--- src/include/cpu_consts.svh ---
// cpu core constants: bus widths, reset vector and status flag layout
`ifndef CPU_CONSTS_SVH
`define CPU_CONSTS_SVH

// address bus, 64 KiB space
`define ADDR_W 16

// data bus and register width
`define DATA_W 8

// first fetch address after reset
`define RESET_PC 16'h0000

// carry position in the status byte
// the other 6502 flags have no reader here
`define FLAG_C 0

`endif
--- src/hdl/cpu_core_pkg.sv ---
// core internal types: controller states and alu operations

package cpu_core_pkg;

  // controller states, one cycle each
  typedef enum logic [2:0] {
    ST_FETCH,      // opcode read at pc
    ST_LO_BYTE,    // operand / low address byte
    ST_HI_BYTE,    // jmp high byte
    ST_LOAD_REG,   // register write back
    ST_WRITE_DATA  // store strobe
  } state_e;

  typedef enum logic [2:0] {
    ALU_PASS,
    ALU_OR,
    ALU_AND,
    ALU_EOR,
    ALU_ADD,  // a + b + cin
    ALU_SUB,  // a + ~b + cin
    ALU_INC,
    ALU_DEC
  } alu_op_e;

endpackage

--- src/hdl/cpu_isa_pkg.sv ---
// instruction set types: opcodes, instruction classes, addressing modes, registers
`include "cpu_consts.svh"

package cpu_isa_pkg;

  typedef enum logic [`DATA_W-1:0] {
    OP_LDA_IMM = 8'hA9, OP_LDA_ZP = 8'hA5,
    OP_LDX_IMM = 8'hA2, OP_LDX_ZP = 8'hA6,
    OP_LDY_IMM = 8'hA0, OP_LDY_ZP = 8'hA4,
    OP_STA_ZP  = 8'h85, OP_STX_ZP = 8'h86, OP_STY_ZP = 8'h84,
    OP_ORA_IMM = 8'h09, OP_ORA_ZP = 8'h05,
    OP_AND_IMM = 8'h29, OP_AND_ZP = 8'h25,
    OP_EOR_IMM = 8'h49, OP_EOR_ZP = 8'h45,
    OP_ADC_IMM = 8'h69, OP_ADC_ZP = 8'h65,
    OP_SBC_IMM = 8'hE9, OP_SBC_ZP = 8'hE5,
    OP_INX     = 8'hE8, OP_INY    = 8'hC8,
    OP_DEX     = 8'hCA, OP_DEY    = 8'h88,
    OP_TAX     = 8'hAA, OP_TXA    = 8'h8A,
    OP_TAY     = 8'hA8, OP_TYA    = 8'h98,
    OP_CLC     = 8'h18, OP_SEC    = 8'h38, // bit 5 gives the new carry
    OP_JMP_ABS = 8'h4C,
    OP_NOP     = 8'hEA
  } opcode_e;

  typedef enum logic [2:0] {
    LOAD, STORE, ALU, INCDEC, TRANSFER, SETFLAG, JMP, NOP
  } insn_e;

  typedef enum logic [1:0] {
    IMPLIED, IMM, ZP, ABS
  } amode_e;

  // for transfers this is the destination
  typedef enum logic [1:0] {
    REG_A, REG_X, REG_Y
  } reg_sel_e;

endpackage

--- src/hdl/cpu_top.sv ---
// cpu top level: decoder, controller and register file on the memory ports
`timescale 1ns/10ps
`include "cpu_consts.svh"

module cpu_top (
  input  logic               CLK,
  input  logic               R,
  input  logic [`DATA_W-1:0] mem_rdata,
  output logic [`ADDR_W-1:0] mem_addr,
  output logic [`DATA_W-1:0] mem_wdata,
  output logic               mem_we
);

  logic [`DATA_W-1:0]     op_byte;
  cpu_isa_pkg::insn_e     insn;
  cpu_isa_pkg::amode_e    amode;
  cpu_isa_pkg::reg_sel_e  reg_sel;
  cpu_core_pkg::alu_op_e  alu_op;
  cpu_core_pkg::state_e   state;

  insn_decode insn_decode_i (
    .op_byte (op_byte),
    .insn    (insn),
    .amode   (amode),
    .reg_sel (reg_sel),
    .alu_op  (alu_op)
  );

  cpu_control cpu_control_i (
    .CLK       (CLK),
    .R         (R),
    .mem_rdata (mem_rdata),
    .insn      (insn),
    .amode     (amode),
    .op_byte   (op_byte),
    .state     (state),
    .mem_addr  (mem_addr),
    .mem_we    (mem_we)
  );

  reg_file reg_file_i (
    .CLK       (CLK),
    .R         (R),
    .state     (state),
    .insn      (insn),
    .reg_sel   (reg_sel),
    .alu_op    (alu_op),
    .op_byte   (op_byte),
    .mem_rdata (mem_rdata),
    .mem_wdata (mem_wdata)
  );

endmodule

--- src/hdl/reg_file.sv ---
// register file: a, x, y and carry, alu operand muxing and store data
`timescale 1ns/10ps
`include "cpu_consts.svh"

module reg_file import cpu_isa_pkg::*, cpu_core_pkg::*; (
  input  logic               CLK,
  input  logic               R,
  input  state_e             state,
  input  insn_e              insn,
  input  reg_sel_e           reg_sel,
  input  alu_op_e            alu_op,
  input  logic [`DATA_W-1:0] op_byte,
  input  logic [`DATA_W-1:0] mem_rdata,
  output logic [`DATA_W-1:0] mem_wdata
);

  logic [`DATA_W-1:0] reg_a;
  logic [`DATA_W-1:0] reg_x;
  logic [`DATA_W-1:0] reg_y;
  logic [`FLAG_C:0]   reg_p;
  logic [`DATA_W-1:0] sel_val;
  logic [`DATA_W-1:0] src_val;
  logic [`DATA_W-1:0] alu_a;
  logic [`DATA_W-1:0] alu_y;
  logic [`DATA_W-1:0] wr_data;
  logic               alu_cout;
  logic               wr_en;
  logic               arith;

  always_comb begin
    case (reg_sel)
      REG_X:   sel_val = reg_x;
      REG_Y:   sel_val = reg_y;
      default: sel_val = reg_a;
    endcase
  end

  // txa / tya pick x or y by opcode bit 4
  assign src_val = (reg_sel != REG_A) ? reg_a : (op_byte[4] ? reg_y : reg_x);
  assign alu_a   = (insn == TRANSFER) ? src_val : sel_val;

  alu8 alu8_i (
    .a    (alu_a),
    .b    (mem_rdata),
    .cin  (reg_p[`FLAG_C]),
    .op   (alu_op),
    .y    (alu_y),
    .cout (alu_cout)
  );

  assign wr_en   = state == ST_LOAD_REG && (insn inside {LOAD, ALU, INCDEC, TRANSFER});
  assign wr_data = (insn == LOAD) ? mem_rdata : alu_y;
  assign arith   = insn == ALU && (alu_op == ALU_ADD || alu_op == ALU_SUB);
  assign mem_wdata = sel_val;

  always_ff @(posedge CLK or posedge R) begin
    if (R) begin
      reg_a <= '0;
      reg_x <= '0;
      reg_y <= '0;
      reg_p <= '0;
    end else begin
      if (wr_en) begin
        case (reg_sel)
          REG_X:   reg_x <= wr_data;
          REG_Y:   reg_y <= wr_data;
          default: reg_a <= wr_data;
        endcase
      end
      if (state == ST_LOAD_REG && arith)
        reg_p[`FLAG_C] <= alu_cout;
      else if (state == ST_FETCH && insn == SETFLAG)
        reg_p[`FLAG_C] <= op_byte[5]; // clc / sec
    end
  end

endmodule

--- src/hdl/cpu_control.sv ---
// cpu controller: state machine, program counter, opcode and address registers
`timescale 1ns/10ps
`include "cpu_consts.svh"

module cpu_control import cpu_isa_pkg::*, cpu_core_pkg::*; (
  input  logic               CLK,
  input  logic               R,
  input  logic [`DATA_W-1:0] mem_rdata,
  input  insn_e              insn,
  input  amode_e             amode,
  output logic [`DATA_W-1:0] op_byte,
  output state_e             state,
  output logic [`ADDR_W-1:0] mem_addr,
  output logic               mem_we
);

  logic [`ADDR_W-1:0] pc;
  logic [`DATA_W-1:0] op_reg;
  logic [`DATA_W-1:0] lo_reg;
  logic [`ADDR_W-1:0] zp_addr;
  logic               pc_inc;
  state_e             next_state;

  // decode straight off the bus during fetch
  assign op_byte = (state == ST_FETCH) ? mem_rdata : op_reg;
  assign zp_addr = {{(`ADDR_W - `DATA_W){1'b0}}, lo_reg};

  always_comb begin
    case (state)
      ST_LOAD_REG:   mem_addr = (amode == ZP) ? zp_addr : pc;
      ST_WRITE_DATA: mem_addr = zp_addr;
      default:       mem_addr = pc;
    endcase
  end

  assign mem_we = (state == ST_WRITE_DATA);

  // step past every opcode and operand byte read
  assign pc_inc = state == ST_FETCH || state == ST_LO_BYTE ||
                  (state == ST_LOAD_REG && amode == IMM);

  always_comb begin
    case (state)
      ST_FETCH: begin
        case (insn)
          SETFLAG, NOP:     next_state = ST_FETCH;
          INCDEC, TRANSFER: next_state = ST_LOAD_REG;
          LOAD, ALU:        next_state = (amode == IMM) ? ST_LOAD_REG : ST_LO_BYTE;
          default:          next_state = ST_LO_BYTE; // store, jmp
        endcase
      end
      ST_LO_BYTE: begin
        case (insn)
          STORE:   next_state = ST_WRITE_DATA;
          JMP:     next_state = ST_HI_BYTE;
          default: next_state = ST_LOAD_REG;
        endcase
      end
      default: next_state = ST_FETCH;
    endcase
  end

  always_ff @(posedge CLK or posedge R) begin
    if (R) begin
      state <= ST_FETCH;
      pc    <= `RESET_PC;
    end else begin
      state <= next_state;
      if (state == ST_HI_BYTE)
        pc <= {mem_rdata, lo_reg}; // jump target
      else if (pc_inc)
        pc <= pc + `ADDR_W'(1);
    end
  end

  always_ff @(posedge CLK) begin
    if (state == ST_FETCH)
      op_reg <= mem_rdata;
    if (state == ST_LO_BYTE)
      lo_reg <= mem_rdata; // zp address or jmp low byte
  end

endmodule

--- src/hdl/insn_decode.sv ---
// opcode decoder: class, addressing mode, register and alu operation per opcode
`timescale 1ns/10ps
`include "cpu_consts.svh"

module insn_decode import cpu_isa_pkg::*, cpu_core_pkg::*; (
  input  logic [`DATA_W-1:0] op_byte,
  output insn_e              insn,
  output amode_e             amode,
  output reg_sel_e           reg_sel,
  output alu_op_e            alu_op
);

  // class and mode
  always_comb begin
    insn  = NOP;
    amode = IMPLIED;
    case (op_byte)
      OP_LDA_IMM, OP_LDX_IMM, OP_LDY_IMM: begin
        insn  = LOAD;
        amode = IMM;
      end
      OP_LDA_ZP, OP_LDX_ZP, OP_LDY_ZP: begin
        insn  = LOAD;
        amode = ZP;
      end
      OP_STA_ZP, OP_STX_ZP, OP_STY_ZP: begin
        insn  = STORE;
        amode = ZP;
      end
      OP_ORA_IMM, OP_AND_IMM, OP_EOR_IMM, OP_ADC_IMM, OP_SBC_IMM: begin
        insn  = ALU;
        amode = IMM;
      end
      OP_ORA_ZP, OP_AND_ZP, OP_EOR_ZP, OP_ADC_ZP, OP_SBC_ZP: begin
        insn  = ALU;
        amode = ZP;
      end
      OP_INX, OP_INY, OP_DEX, OP_DEY: insn = INCDEC;
      OP_TAX, OP_TXA, OP_TAY, OP_TYA: insn = TRANSFER;
      OP_CLC, OP_SEC:                 insn = SETFLAG;
      OP_JMP_ABS: begin
        insn  = JMP;
        amode = ABS;
      end
      OP_NOP:  insn = NOP;
      default: insn = NOP; // unknown codes do nothing
    endcase
  end

  // named register, transfers give their destination
  always_comb begin
    case (op_byte)
      OP_LDX_IMM, OP_LDX_ZP, OP_STX_ZP, OP_INX, OP_DEX, OP_TAX: reg_sel = REG_X;
      OP_LDY_IMM, OP_LDY_ZP, OP_STY_ZP, OP_INY, OP_DEY, OP_TAY: reg_sel = REG_Y;
      default:                                                  reg_sel = REG_A;
    endcase
  end

  always_comb begin
    case (op_byte)
      OP_ORA_IMM, OP_ORA_ZP: alu_op = ALU_OR;
      OP_AND_IMM, OP_AND_ZP: alu_op = ALU_AND;
      OP_EOR_IMM, OP_EOR_ZP: alu_op = ALU_EOR;
      OP_ADC_IMM, OP_ADC_ZP: alu_op = ALU_ADD;
      OP_SBC_IMM, OP_SBC_ZP: alu_op = ALU_SUB;
      OP_INX, OP_INY:        alu_op = ALU_INC;
      OP_DEX, OP_DEY:        alu_op = ALU_DEC;
      default:               alu_op = ALU_PASS; // transfers, setflag
    endcase
  end

endmodule

--- src/hdl/alu8.sv ---
// 8-bit alu: logic ops, add and subtract with carry, increment and decrement
`timescale 1ns/10ps
`include "cpu_consts.svh"

module alu8 import cpu_core_pkg::*; (
  input  logic [`DATA_W-1:0] a,
  input  logic [`DATA_W-1:0] b,
  input  logic               cin,
  input  alu_op_e            op,
  output logic [`DATA_W-1:0] y,
  output logic               cout
);

  logic [`DATA_W-1:0] add_b;
  logic               add_c;
  logic [`DATA_W:0]   sum;

  // one adder serves add, sub, inc and dec
  always_comb begin
    case (op)
      ALU_SUB: begin
        add_b = ~b; // carry set means no borrow
        add_c = cin;
      end
      ALU_INC: begin
        add_b = '0;
        add_c = 1'b1;
      end
      ALU_DEC: begin
        add_b = '1;
        add_c = 1'b0;
      end
      default: begin
        add_b = b;
        add_c = cin;
      end
    endcase
  end

  assign sum = {1'b0, a} + {1'b0, add_b} + {{`DATA_W{1'b0}}, add_c};

  always_comb begin
    case (op)
      ALU_PASS: y = a;
      ALU_OR:   y = a | b;
      ALU_AND:  y = a & b;
      ALU_EOR:  y = a ^ b;
      default:  y = sum[`DATA_W-1:0];
    endcase
  end

  assign cout = (op == ALU_ADD || op == ALU_SUB) && sum[`DATA_W];

endmodule

--- config.mk ---
export PLATFORM = sky130hd
export DESIGN_NAME = cpu_top
export DESIGN_NICKNAME = d
export VERILOG_FILES = /design/src/hdl/cpu_core_pkg.sv /design/src/hdl/cpu_isa_pkg.sv /design/src/hdl/cpu_top.sv /design/src/hdl/reg_file.sv /design/src/hdl/cpu_control.sv /design/src/hdl/insn_decode.sv /design/src/hdl/alu8.sv
export VERILOG_INCLUDE_DIRS = /design/src /design/src/include
export SDC_FILE = /design/constraint.sdc
export NUM_CORES = 1
export LEC_CHECK = 0
export ABC_AREA = 1
export BUFFER_PORTS_ARGS = -buffer_cell sky130_fd_sc_hd__buf_2
export CAP_MARGIN = 20
export CORE_AREA = 2 2 118 120
export DETAILED_ROUTE_END_ITERATION = 16
export DIE_AREA = 0 0 120 122
export HOLD_SLACK_MARGIN = 0.1
export PLACE_DENSITY_LB_ADDON = 0.15
export SETUP_SLACK_MARGIN = 0.15
export SKIP_CTS_REPAIR_TIMING = 1
export SYNTH_ARGS = -nofsm -noshare
export SYNTH_HDL_FRONTEND = slang
export SYNTH_SLANG_ARGS = --single-unit
export TNS_END_PERCENT = 30
--- constraint.sdc ---
create_clock -name CLK -period 6.94 [get_ports CLK]
set_clock_uncertainty 0.15 [all_clocks]
set_input_delay 0.347 -clock CLK [delete_from_list [all_inputs] [get_ports CLK]]
set_output_delay 0.347 -clock CLK [all_outputs]
set_load 0.01 [all_outputs]
==> summary.txt, run 1 <==
Timing
  – Slew HR: 28.5%
  – Sum Neg Setup Slack: 0 ns
  – Peak Freq: 174 MHz
  – Worst setup margin: 1.19 ns
  – Final hold vios: 0
  – Worst slew pin tran: 1.07 ns
  – Setup-failing EPs final: 0
  – Pins Over Slew Limit: 0
  – Final Critical Period: 5.75 ns
  – RSZ-0062 raised after global routing: false
  – Tcrit/Tclk final: 82.9%

Critical path
  – Worst-path fanout max: 17
  – CP endpoint kind: flip-flop
  – Slowest cell on the critical path: fa_1
  – CP Data Arrival Time: 5.82 ns
  – Critical Path Start: cpu_control_i.state[1]$_DFF_PP0_
  – Crit path launch type: flip-flop
  – R2R Path Start: cpu_control_i.state[1]$_DFF_PP0_
  – CP endpoint: reg_file_i.reg_p$_DFFE_PP0P_
  – Worst EP required: 7.00 ns
  – Slowest stage delay, CP: 0.49 ns
  – R2r endpoint: reg_file_i.reg_p$_DFFE_PP0P_
  – Crit Path Class: reg -> reg
  – Worst R2R Setup Slack: 1.19 ns
  – R2R depth: 28
  – CP dominant cell by count: nand2_1

Place
  – Input/output buffers: 34
  – Post-place setup slack: 1.22 ns
  – Cells after DPL: 988
  – Dpl hpwl: 11900 um
  – GP Congestion: 0.887

Yosys
  – Number of synthesized register bits: 60
  – Syn Inst Count: 787
  – Yosys top cell area share: 21.2%
  – Dominant cell type by area after synthesis: dfrtp_1
  – Sequential area share after synthesis: 28.9%
  – Async S/R FF share, synth: 73.3%
  – Post-Syn Area per Cell: 6.61 sq um
  – Post-Syn Area: 0.00520 sq mm
  – Syn nets: 826
  – EDFF count, synth: 8
  – Area contributors post-synth: dfrtp_1, nand2_1, o21ai_0, inv_1, ha_1
  – Dominant register cell in the synthesized netlist: dfrtp_1
  – Distinct cells, synth: 41
  – Yosys warns: 0

Drt
  – DR vias/cell: 5.13
  – Detail Route Antenna Nets: 0
  – WL/cell: 15.4 um
  – DR vias: 5160
  – Drt first-iter violations: 310
  – Total Wirelength: 15500 um
  – Drt pass-1 iters: 5
  – Remaining routing DRC violations: 0

GRT
  – GRT Resource Usage Total: 22.1%
  – Total grt overflow: 0
  – Number of global-route vias before repair: 5046
  – First-pass GRT wire length: 25200 um
  – Largest net degree at the start of global routing: 45
  – Initial antenna violation count: 0

Clock network
  – CTS H-tree lvls: 3
  – TritonCTS Buffers: 9
  – Root buf cell: clkbuf_16
  – Clock Sinks: 60
  – Clk Latency, worst-skew pair: 0.34 ns
  – CTS tree: yes
  – Clock Tree Buf Depth: 2
  – Clock Pin Slew Worst Setup and Hold Paths: 0.05 ns

Min path
  – Worst hold path type: in -> reg
  – Hold Path Cell Cnt: 1

Power
  – Pleak: 3.06 nW
  – Clk pwr share: 24.1%
  – P_int: 1.08 mW
  – Cell area power density: 337 mW/mm^2
  – Worst VDD drop: 0.122 mV
  – Total power draw: 1.97 mW
  – Sw Share: 45.4%
  – Sequential share of power: 26.4%
  – Comb pwr share: 49.6%
  – Net Switching: 896 uW

Floorplan
  – Die Wd: 120 um
  – Num rows: 43
  – Die H: 122 um
  – Initial core utilization: 38.5%
  – Core region area: 0.0135 sq mm
  – Die area: 0.0146 sq mm
  – IO Count: 35

Layout
  – Syn-to-layout area delta: 12.7%
  – Layout cells sized above 1: 12.3%
  – Final Non-Filler Cells: 1006
  – # diodes: 0
  – Fin util: 43.4%
  – Max FFs per register: 16
  – Layout Nets: 860
  – Largest reg by FF count: cpu_control_i.pc

Run status
  – Status: complete, no violations

Run
  – Max Cap Violations: 0
[per-stage QoR]
stage | instance area, sq um | hold slack (ns)
after floorplan | 5200 | 0.296
after global placement | 5520 | 0.318
after detailed placement | 5520 | 0.318
after CTS | 5830 | 0.118
after global routing | 5860 | 0.129
final | 5860 | 0.123
[cell usage in the layout, fill, tap and decap left out, types with 2 or more instances in the layout]
cell type,instances
nor4_1,2
clkbuf_16,9
inv_1,107
nand2_2,21
dfrtp_1,44
nor3_1,7
bufinv_16,2
nand3_4,2
inv_2,6
xor2_1,11
clkinv_1,2
o21ai_1,12
nor2_4,4
buf_2,34
dfxtp_1,8
clkbuf_1,2
o211ai_1,9
nand3_1,47
nand3_2,3
nand2_4,5
a21oi_1,30
o21ai_2,3
nand4_1,9
o22ai_1,16
nor2_2,4
fa_1,2
o21ai_0,83
edfxtp_1,8
nor2_8,4
xnor2_1,2
nand2_1,243
nor2_1,47
ha_1,27
[cells by family after synthesis]
family	count (synthesis)	synth area share, %
compound gates	159	16.7
xor+xnor	13	2.19
fa+ha+maj	29	7.26
buf+inv	127	9.62
flops	60	28.9
simple gates	399	35.3
[worst min path at each step]
stage | start | to
floorplan | mem_rdata[0] | cpu_control_i.lo_reg[0]$_DFFE_PN_
finish | mem_rdata[4] | cpu_control_i.lo_reg[4]$_DFFE_PN_
global placement | reg_file_i.reg_a[3]$_DFFE_PP0P_ | reg_file_i.reg_a[3]$_DFFE_PP0P_
global route | mem_rdata[4] | cpu_control_i.lo_reg[4]$_DFFE_PN_
detailed placement | reg_file_i.reg_a[3]$_DFFE_PP0P_ | reg_file_i.reg_a[3]$_DFFE_PP0P_
CTS | mem_rdata[4] | cpu_control_i.lo_reg[4]$_DFFE_PN_
[area by class of cell]
class | count | area [sq um]
fillers | 1417 | 7640
well taps | 180 | 225
clock inverters | 5 | 76.3
repair buffers | 36 | 200
multi-input cells | 600 | 3200
inverters | 114 | 428
clock buffers | 11 | 233
flip-flops and latches | 60 | 1500
[Yosys cell counts, drive strengths merged (8+ instances only)]
cell,instances
o22ai,16
nor2,59
buf,8
o211ai,9
dfxtp,8
dfrtp,44
edfxtp,8
nand4,9
inv,113
a21oi,30
nand3,52
nand2,269
xor2,11
ha,27
o21ai,98
[power by group through the flow]
stage / Combinational, mW / Clock (mW) / Sequential [mW]
floorplan: 0.751 / 0 / 0.509
global placement: 0.958 / 0 / 0.523
detailed placement: 0.971 / 0 / 0.525
CTS: 0.976 / 0.484 / 0.520
global route: 1.11 / 0.499 / 0.532
finish: 0.979 / 0.475 / 0.520
[routing by layer]
metal	global-route usage, %	wire (um)	up-vias
met5	0	0	-
met4	9.19	300	0
met3	3.46	527	25
met2	37.7	7460	104
met1	28.0	7180	2404
li1	-	-	2627
[worst max-delay path, delay by kind of cell, from the launching register on]
kind / cells / cell delay (ns)
AOI/OAI and AO/OA: 6 / 0.91
adders and majority gates: 3 / 1.22
buffers and inverters: 3 / 0.59
DFF: 1 / 0.43
and+or+nand+nor: 16 / 2.32
Power figures use the tool's default switching activity.
==> run 2: changes to the inputs <==
==> constraint.sdc (replaced) <==
create_clock -name CLK -period 5.6 [get_ports CLK]
set_clock_uncertainty 0.15 [all_clocks]
set_input_delay 0.28 -clock CLK [delete_from_list [all_inputs] [get_ports CLK]]
set_output_delay 0.28 -clock CLK [all_outputs]
set_load 0.01 [all_outputs]
==> summary.txt, run 2 (synthesis gave the netlist of run 1 again) <==
Drt
  – Drt pass-1 iters: 7 (was 5)
  – Total Wirelength: 15800 um (was 15500 um)
  – Drt first-iter violations: 330 (was 310)
  – Remaining routing DRC violations: 0 (unchanged)
  – DR vias/cell: 5.16 (was 5.13)
  – Detail Route Antenna Nets: 0 (unchanged)
  – DR vias: 5265 (was 5160)
  – WL/cell: 15.5 um (was 15.4 um)

Timing
  – Hold WS: 0.104 ns (was 0.123 ns)
  – Tcrit/Tclk final: 89.1%
  – Worst slew pin tran: 1.07 ns (about the same)
  – Final Critical Period: 4.99 ns
  – Final hold vios: 0 (unchanged)
  – Setup-failing EPs final: 0 (unchanged)
  – Pins Over Slew Limit: 0 (unchanged)
  – Slew HR: 28.2% (was 28.5%)
  – Sum Neg Setup Slack: 0 ns (unchanged)
  – RSZ-0062 raised after global routing: false (unchanged)
  – Peak Freq: 201 MHz

Layout
  – Post-route cell area: 0.00599 sq mm (was 0.00586 sq mm)
  – Layout cells sized above 1: 13.7% (was 12.3%)
  – FILL cells: 1431 (was 1417)
  – Fin util: 44.4% (was 43.4%)
  – Largest reg by FF count: cpu_control_i.pc (unchanged)
  – # diodes: 0 (unchanged)
  – Most frequent cells in the layout: nand2_1, inv_1, o21ai_0 (unchanged)
  – Layout Nets: 875 (was 860)
  – Multi-input gate area: 0.00321 sq mm (was 0.00320 sq mm)
  – Commonest non-fill, non-tap cell in the layout: nand2_1 (unchanged)
  – Max FFs per register: 16 (unchanged)
  – Register area: 0.00150 sq mm (unchanged)
  – Syn-to-layout area delta: 15.2% (was 12.7%)

Power
  – Pleak: 3.13 nW (was 3.06 nW)
  – Comb pwr share: 51.9% (was 49.6%)
  – P_int: 1.31 mW (was 1.08 mW)
  – Worst VDD drop: 0.170 mV (was 0.122 mV)
  – Clk pwr share: 21.7% (was 24.1%)
  – Net Switching: 1.13 mW (was 896 uW)
  – Sw Share: 46.2% (was 45.4%)
  – Cell area power density: 407 mW/mm^2 (was 337 mW/mm^2)
  – Sequential share of power: 26.4% (about the same)

Place
  – Input/output buffers: 34 (unchanged)
  – Dpl hpwl: 11900 um (about the same)
  – GP Congestion: 0.886 (was 0.887)
  – DP Area: 0.00557 sq mm (was 0.00552 sq mm)

Run
  – Max Cap Violations: 0 (unchanged)

Critical path
  – CP Data Arrival Time: 5.05 ns (was 5.82 ns)
  – Crit Path Class: in -> reg (was reg -> reg)
  – Crit path launch type: input port (was flip-flop)
  – Worst-path fanout max: 15 (was 17)
  – CP endpoint kind: flip-flop (unchanged)
  – Worst EP required: 5.67 ns (was 7.00 ns)

GRT
  – GRT Resource Usage Total: 22.1% (about the same)
  – First-pass GRT wire length: 25200 um (about the same)
  – Initial antenna violation count: 0 (unchanged)
  – Largest net degree at the start of global routing: 45 (unchanged)
  – Number of global-route vias before repair: 4916 (was 5046)
  – Total grt overflow: 0 (unchanged)

Clock network
  – CTS tree: yes (unchanged)
  – TritonCTS Buffers: 9 (unchanged)
  – CTS H-tree lvls: 3 (unchanged)
  – Clock Tree Buf Depth: 2 (unchanged)
  – Clk Latency, worst-skew pair: 0.34 ns (about the same)
  – Clock Pin Slew Worst Setup and Hold Paths: 0.05 ns (about the same)
  – Clock Sinks: 60 (unchanged)
  – Root buf cell: clkbuf_16 (unchanged)

Floorplan
  – Core region area: 0.0135 sq mm (unchanged)
  – Num rows: 43 (unchanged)
  – IO Count: 35 (unchanged)
  – Die H: 122 um (unchanged)
  – Die Wd: 120 um (unchanged)
  – Initial core utilization: 38.5% (unchanged)
  – Die area: 0.0146 sq mm (unchanged)

Min path
  – Worst hold path type: in -> reg (unchanged)

Run status
  – Status: complete, no violations (unchanged)
## run 2: worst paths after layout
check,startpoint,end,slack [ns],cells after the start
worst max-delay path,mem_rdata[1],reg_file_i.reg_p$_DFFE_PP0P_,0.61,28
min in group asynchronous,R,cpu_control_i.pc[15]$_DFFE_PP0P_,0.31,3
max in group asynchronous,R,cpu_control_i.pc[3]$_DFFE_PP0P_,4.49,4
worst max register to register,cpu_control_i.state[0]$_DFF_PP0_,reg_file_i.reg_p$_DFFE_PP0P_,0.65,29
worst min-delay path,mem_rdata[5],cpu_control_i.lo_reg[5]$_DFFE_PN_,0.10,1
worst min register to register,reg_file_i.reg_a[4]$_DFFE_PP0P_,reg_file_i.reg_a[4]$_DFFE_PP0P_,0.33,2
## run 2: layout make-up
| type | instances | area share, % |
|---|---|---|
| sequential | 60 | 25.1 |
| multi-input combinational | 600 | 53.6 |
| timing repair buffer | 51 | 5.68 |
| inverter | 114 | 7.18 |
| tap | 180 | 3.76 |
| clock buffer | 12 | 4.30 |
| clock inverter | 4 | 0.376 |
## run 2: per-layer routing
metal  vias up  global-route usage [%]  wire length (um)
met5         -                       0                 0
met4         0                    7.13               200
met3        17                    3.42               722
met2       134                    37.9              7630
met1      2457                    28.5              7230
li1       2657                       -                 -
## run 2: through the flow
| stage | worst slack, ns | total power, mW | instances |
|---|---|---|---|
| finish | 0.613 | 2.44 | 1021 |
| global route | 0.133 | 2.65 | 1021 |
| CTS | 0.464 | 2.41 | 1010 |
| detailed placement | 0.500 | 1.87 | 994 |
| global placement | 0.554 | 1.85 | 994 |
| floorplan | 0.603 | 1.56 | 787 |
## run 2: power by group through the flow
stage          clock, mW  combinational (mW)  sequential (mW)
6_report           0.530                1.27            0.644
5_1_grt            0.559                1.43            0.658
4_1_cts            0.542                1.22            0.644
3_5_place_dp           0                1.22            0.652
3_3_place_gp           0                1.20            0.648
2_1_floorplan          0               0.931            0.631
## run 2: critical path, stage by stage
cell	delay, ns
dlygate4sd3_1	0.53
buf_2	0.17
inv_1	0.19
nand3_1	0.13
nand2_1	0.15
nand2_2	0.11
nor4_1	0.44
nor4_2	0.06
buf_4	0.15
ha_1	0.20
buf_4	0.19
o21ai_0	0.08
o22ai_1	0.08
nand2_1	0.07
nand2_1	0.14
fa_1	0.49
fa_1	0.42
nand3_1	0.11
nand3_1	0.08
nand2_1	0.08
nand2_1	0.06
a21oi_1	0.20
nor2_1	0.07
o21a_1	0.18
o211ai_1	0.14
o21ai_0	0.10
nand2_1	0.06
o21ai_0	0.08
==> run 3: changes to the inputs <==
==> constraint.sdc (replaced) <==
create_clock -name CLK -period 5.6 [get_ports CLK]
set_clock_uncertainty 0.15 [all_clocks]
set_input_delay 0.56 -clock CLK [delete_from_list [all_inputs] [get_ports CLK]]
set_output_delay 0.56 -clock CLK [all_outputs]
set_load 0.01 [all_outputs]
==> summary.txt, run 3 (synthesis gave the netlist of run 1 again) <==
Clock network
  – Root buf cell: clkbuf_16 (unchanged)
  – CTS tree: yes (unchanged)
  – Clock Tree Buf Depth: 2 (unchanged)
  – CTS H-tree lvls: 3 (unchanged)
  – Clock Pin Slew Worst Setup and Hold Paths: 0.06 ns (was 0.05 ns)
  – Clock Sinks: 60 (unchanged)
  – TritonCTS Buffers: 9 (unchanged)
  – Clk Latency, worst-skew pair: 0.35 ns (was 0.34 ns)

Place
  – DP Area: 0.00558 sq mm (was 0.00557 sq mm)
  – Dpl hpwl: 12100 um (was 11900 um)
  – Post-place setup slack: 0.285 ns (was 0.500 ns)
  – GP Congestion: 0.885 (was 0.886)
  – Input/output buffers: 34 (unchanged)

Floorplan
  – IO Count: 35 (unchanged)
  – Die Wd: 120 um (unchanged)
  – Core region area: 0.0135 sq mm (unchanged)
  – Die area: 0.0146 sq mm (unchanged)
  – Die H: 122 um (unchanged)
  – Initial core utilization: 38.5% (unchanged)
  – Num rows: 43 (unchanged)

Layout
  – Most frequent cells in the layout: nand2_1, inv_1, o21ai_0 (unchanged)
  – Syn-to-layout area delta: 15.6% (was 15.2%)
  – Post-route cell area: 0.00601 sq mm (was 0.00599 sq mm)
  – Max FFs per register: 16 (unchanged)
  – Layout Nets: 871 (was 875)
  – Register area: 0.00150 sq mm (unchanged)
  – FILL cells: 1448 (was 1431)
  – Largest reg by FF count: cpu_control_i.pc (unchanged)
  – Commonest non-fill, non-tap cell in the layout: nand2_1 (unchanged)
  – Layout cells sized above 1: 14.1% (was 13.7%)
  – # diodes: 0 (unchanged)
  – Multi-input gate area: 0.00323 sq mm (was 0.00321 sq mm)

Drt
  – Detail Route Antenna Nets: 0 (unchanged)
  – Total Wirelength: 16100 um (was 15800 um)
  – Drt pass-1 iters: 5 (was 7)
  – Remaining routing DRC violations: 0 (unchanged)
  – WL/cell: 15.8 um (was 15.5 um)
  – Drt first-iter violations: 422 (was 330)
  – DR vias/cell: 5.19 (was 5.16)
  – DR vias: 5275 (was 5265)

GRT
  – Routing usage on met2: 38.1% (was 37.9%)
  – Total grt overflow: 0 (unchanged)
  – Largest net degree at the start of global routing: 45 (unchanged)
  – Most crowded layer after global routing: met2 (unchanged)
  – GRT Resource Usage Total: 22.5% (was 22.1%)
  – First-pass GRT wire length: 25800 um (was 25200 um)
  – Initial antenna violation count: 0 (unchanged)
  – Met3 Use GR: 4.31% (was 3.42%)
  – Number of global-route vias before repair: 5046 (was 4916)
  – Met1 Resource Use GR: 28.7% (was 28.5%)

Run status
  – Status: complete, no violations (unchanged)

Min path
  – Worst hold path type: in -> reg (unchanged)

Critical path
  – Worst-path fanout max: 10 (was 15)
  – Worst EP required: 5.67 ns (about the same)
  – CP Data Arrival Time: 5.09 ns (was 5.05 ns)
  – Slowest cell on the critical path: fa_1 (was dlygate4sd3_1)
  – CP endpoint kind: flip-flop (unchanged)
  – Crit Path Class: reg -> reg (was in -> reg)
  – Slowest stage delay, CP: 0.50 ns (was 0.53 ns)
  – CP dominant cell by count: nand2_1 (unchanged)
  – Crit path launch type: flip-flop (was input port)

Power
  – Cell area power density: 425 mW/mm^2 (was 407 mW/mm^2)
  – Comb pwr share: 50.1% (was 51.9%)
  – Net Switching: 1.15 mW (was 1.13 mW)
  – P_int: 1.40 mW (was 1.31 mW)
  – Total power draw: 2.55 mW (was 2.44 mW)
  – Worst VDD drop: 0.137 mV (was 0.170 mV)
  – Pleak: 3.14 nW (was 3.13 nW)
  – Sw Share: 45.0% (was 46.2%)
  – Clk pwr share: 24.5% (was 21.7%)
  – Sequential share of power: 25.3% (was 26.4%)

Timing
  – Worst slew pin tran: 0.831 ns (was 1.07 ns)
  – Tcrit/Tclk final: 89.6% (was 89.1%)
  – RSZ-0062 raised after global routing: false (unchanged)
  – Final Critical Period: 5.02 ns (was 4.99 ns)
  – Worst setup margin: 0.580 ns (was 0.613 ns)
  – Final hold vios: 0 (unchanged)
  – Pins Over Slew Limit: 0 (unchanged)
  – Peak Freq: 199 MHz (was 201 MHz)
  – Setup-failing EPs final: 0 (unchanged)
  – Slew HR: 44.4% (was 28.2%)
  – Sum Neg Setup Slack: 0 ns (unchanged)

Run
  – Max Cap Violations: 0 (unchanged)
==> run 3: changes by cell type in the layout (fill, tap and decap cells not counted), sizes merged <==
cell | before | now
dlygate4sd3 | 7 | 1
clkbuf | 12 | 13
buf | 44 | 46
clkinv | 4 | 2
clkinvlp | 1 | 0
bufinv | 0 | 2
==> run 3: path summary, 6_finish.rpt <==
check / start / endpoint / slack, ns / cells after the start
worst max-delay path: cpu_control_i.state[1]$_DFF_PP0_ / reg_file_i.reg_p$_DFFE_PP0P_ / 0.58 / 30
worst min-delay path: mem_rdata[2] / cpu_control_i.lo_reg[2]$_DFFE_PN_ / 0.32 / 1
worst max register to register: cpu_control_i.state[1]$_DFF_PP0_ / reg_file_i.reg_p$_DFFE_PP0P_ / 0.58 / 30
worst min register to register: reg_file_i.reg_a[5]$_DFFE_PP0P_ / reg_file_i.reg_a[5]$_DFFE_PP0P_ / 0.33 / 2
max in group asynchronous: R / cpu_control_i.pc[3]$_DFFE_PP0P_ / 4.19 / 4
min in group asynchronous: R / reg_file_i.reg_a[3]$_DFFE_PP0P_ / 0.60 / 3
==> run 3: final cells by class <==
class | count | share of cell area (%)
Clock inverter | 3 | 1.14
Clock buffer | 13 | 4.33
Timing Repair Buffer | 47 | 4.83
Tap cell | 180 | 3.75
Inverter | 114 | 7.16
Multi-Input combinational cell | 600 | 53.8
Sequential cell | 60 | 25.0
==> run 3: critical path: cells and delay by family, from the launching register on <==
family	cells	cell delay, ns
DFF	1	0.43
buffers and inverters	3	0.41
AOI/OAI and AO/OA	7	0.87
and+or+nand+nor	17	1.86
adders and majority gates	3	1.16
==> run 3: metrics by stage <==
step	std cells	hold WS [ns]	utilization [%]
2_1_floorplan	787	0.299	-
3_3_place_gp	995	0.318	41.3
3_5_place_dp	995	0.315	41.3
4_1_cts	1011	0.307	43.7
5_1_grt	1017	0.313	44.5
6_report	1017	0.319	44.5
==> run 3: per-layer routing <==
metal,share of wire (%),vias to the layer above
met3,5.2,31
met1,46,2440
met4,2.3,0
li1,-,2643
met2,47,161
met5,0,-
==> run 3: power groups by stage <==
stage | Sequential [mW] | Combinational [mW] | Clock (mW)
2_1_floorplan | 0.631 | 0.931 | 0
3_3_place_gp | 0.650 | 1.21 | 0
3_5_place_dp | 0.653 | 1.23 | 0
4_1_cts | 0.646 | 1.24 | 0.633
5_1_grt | 0.662 | 1.44 | 0.651
6_report | 0.646 | 1.28 | 0.626
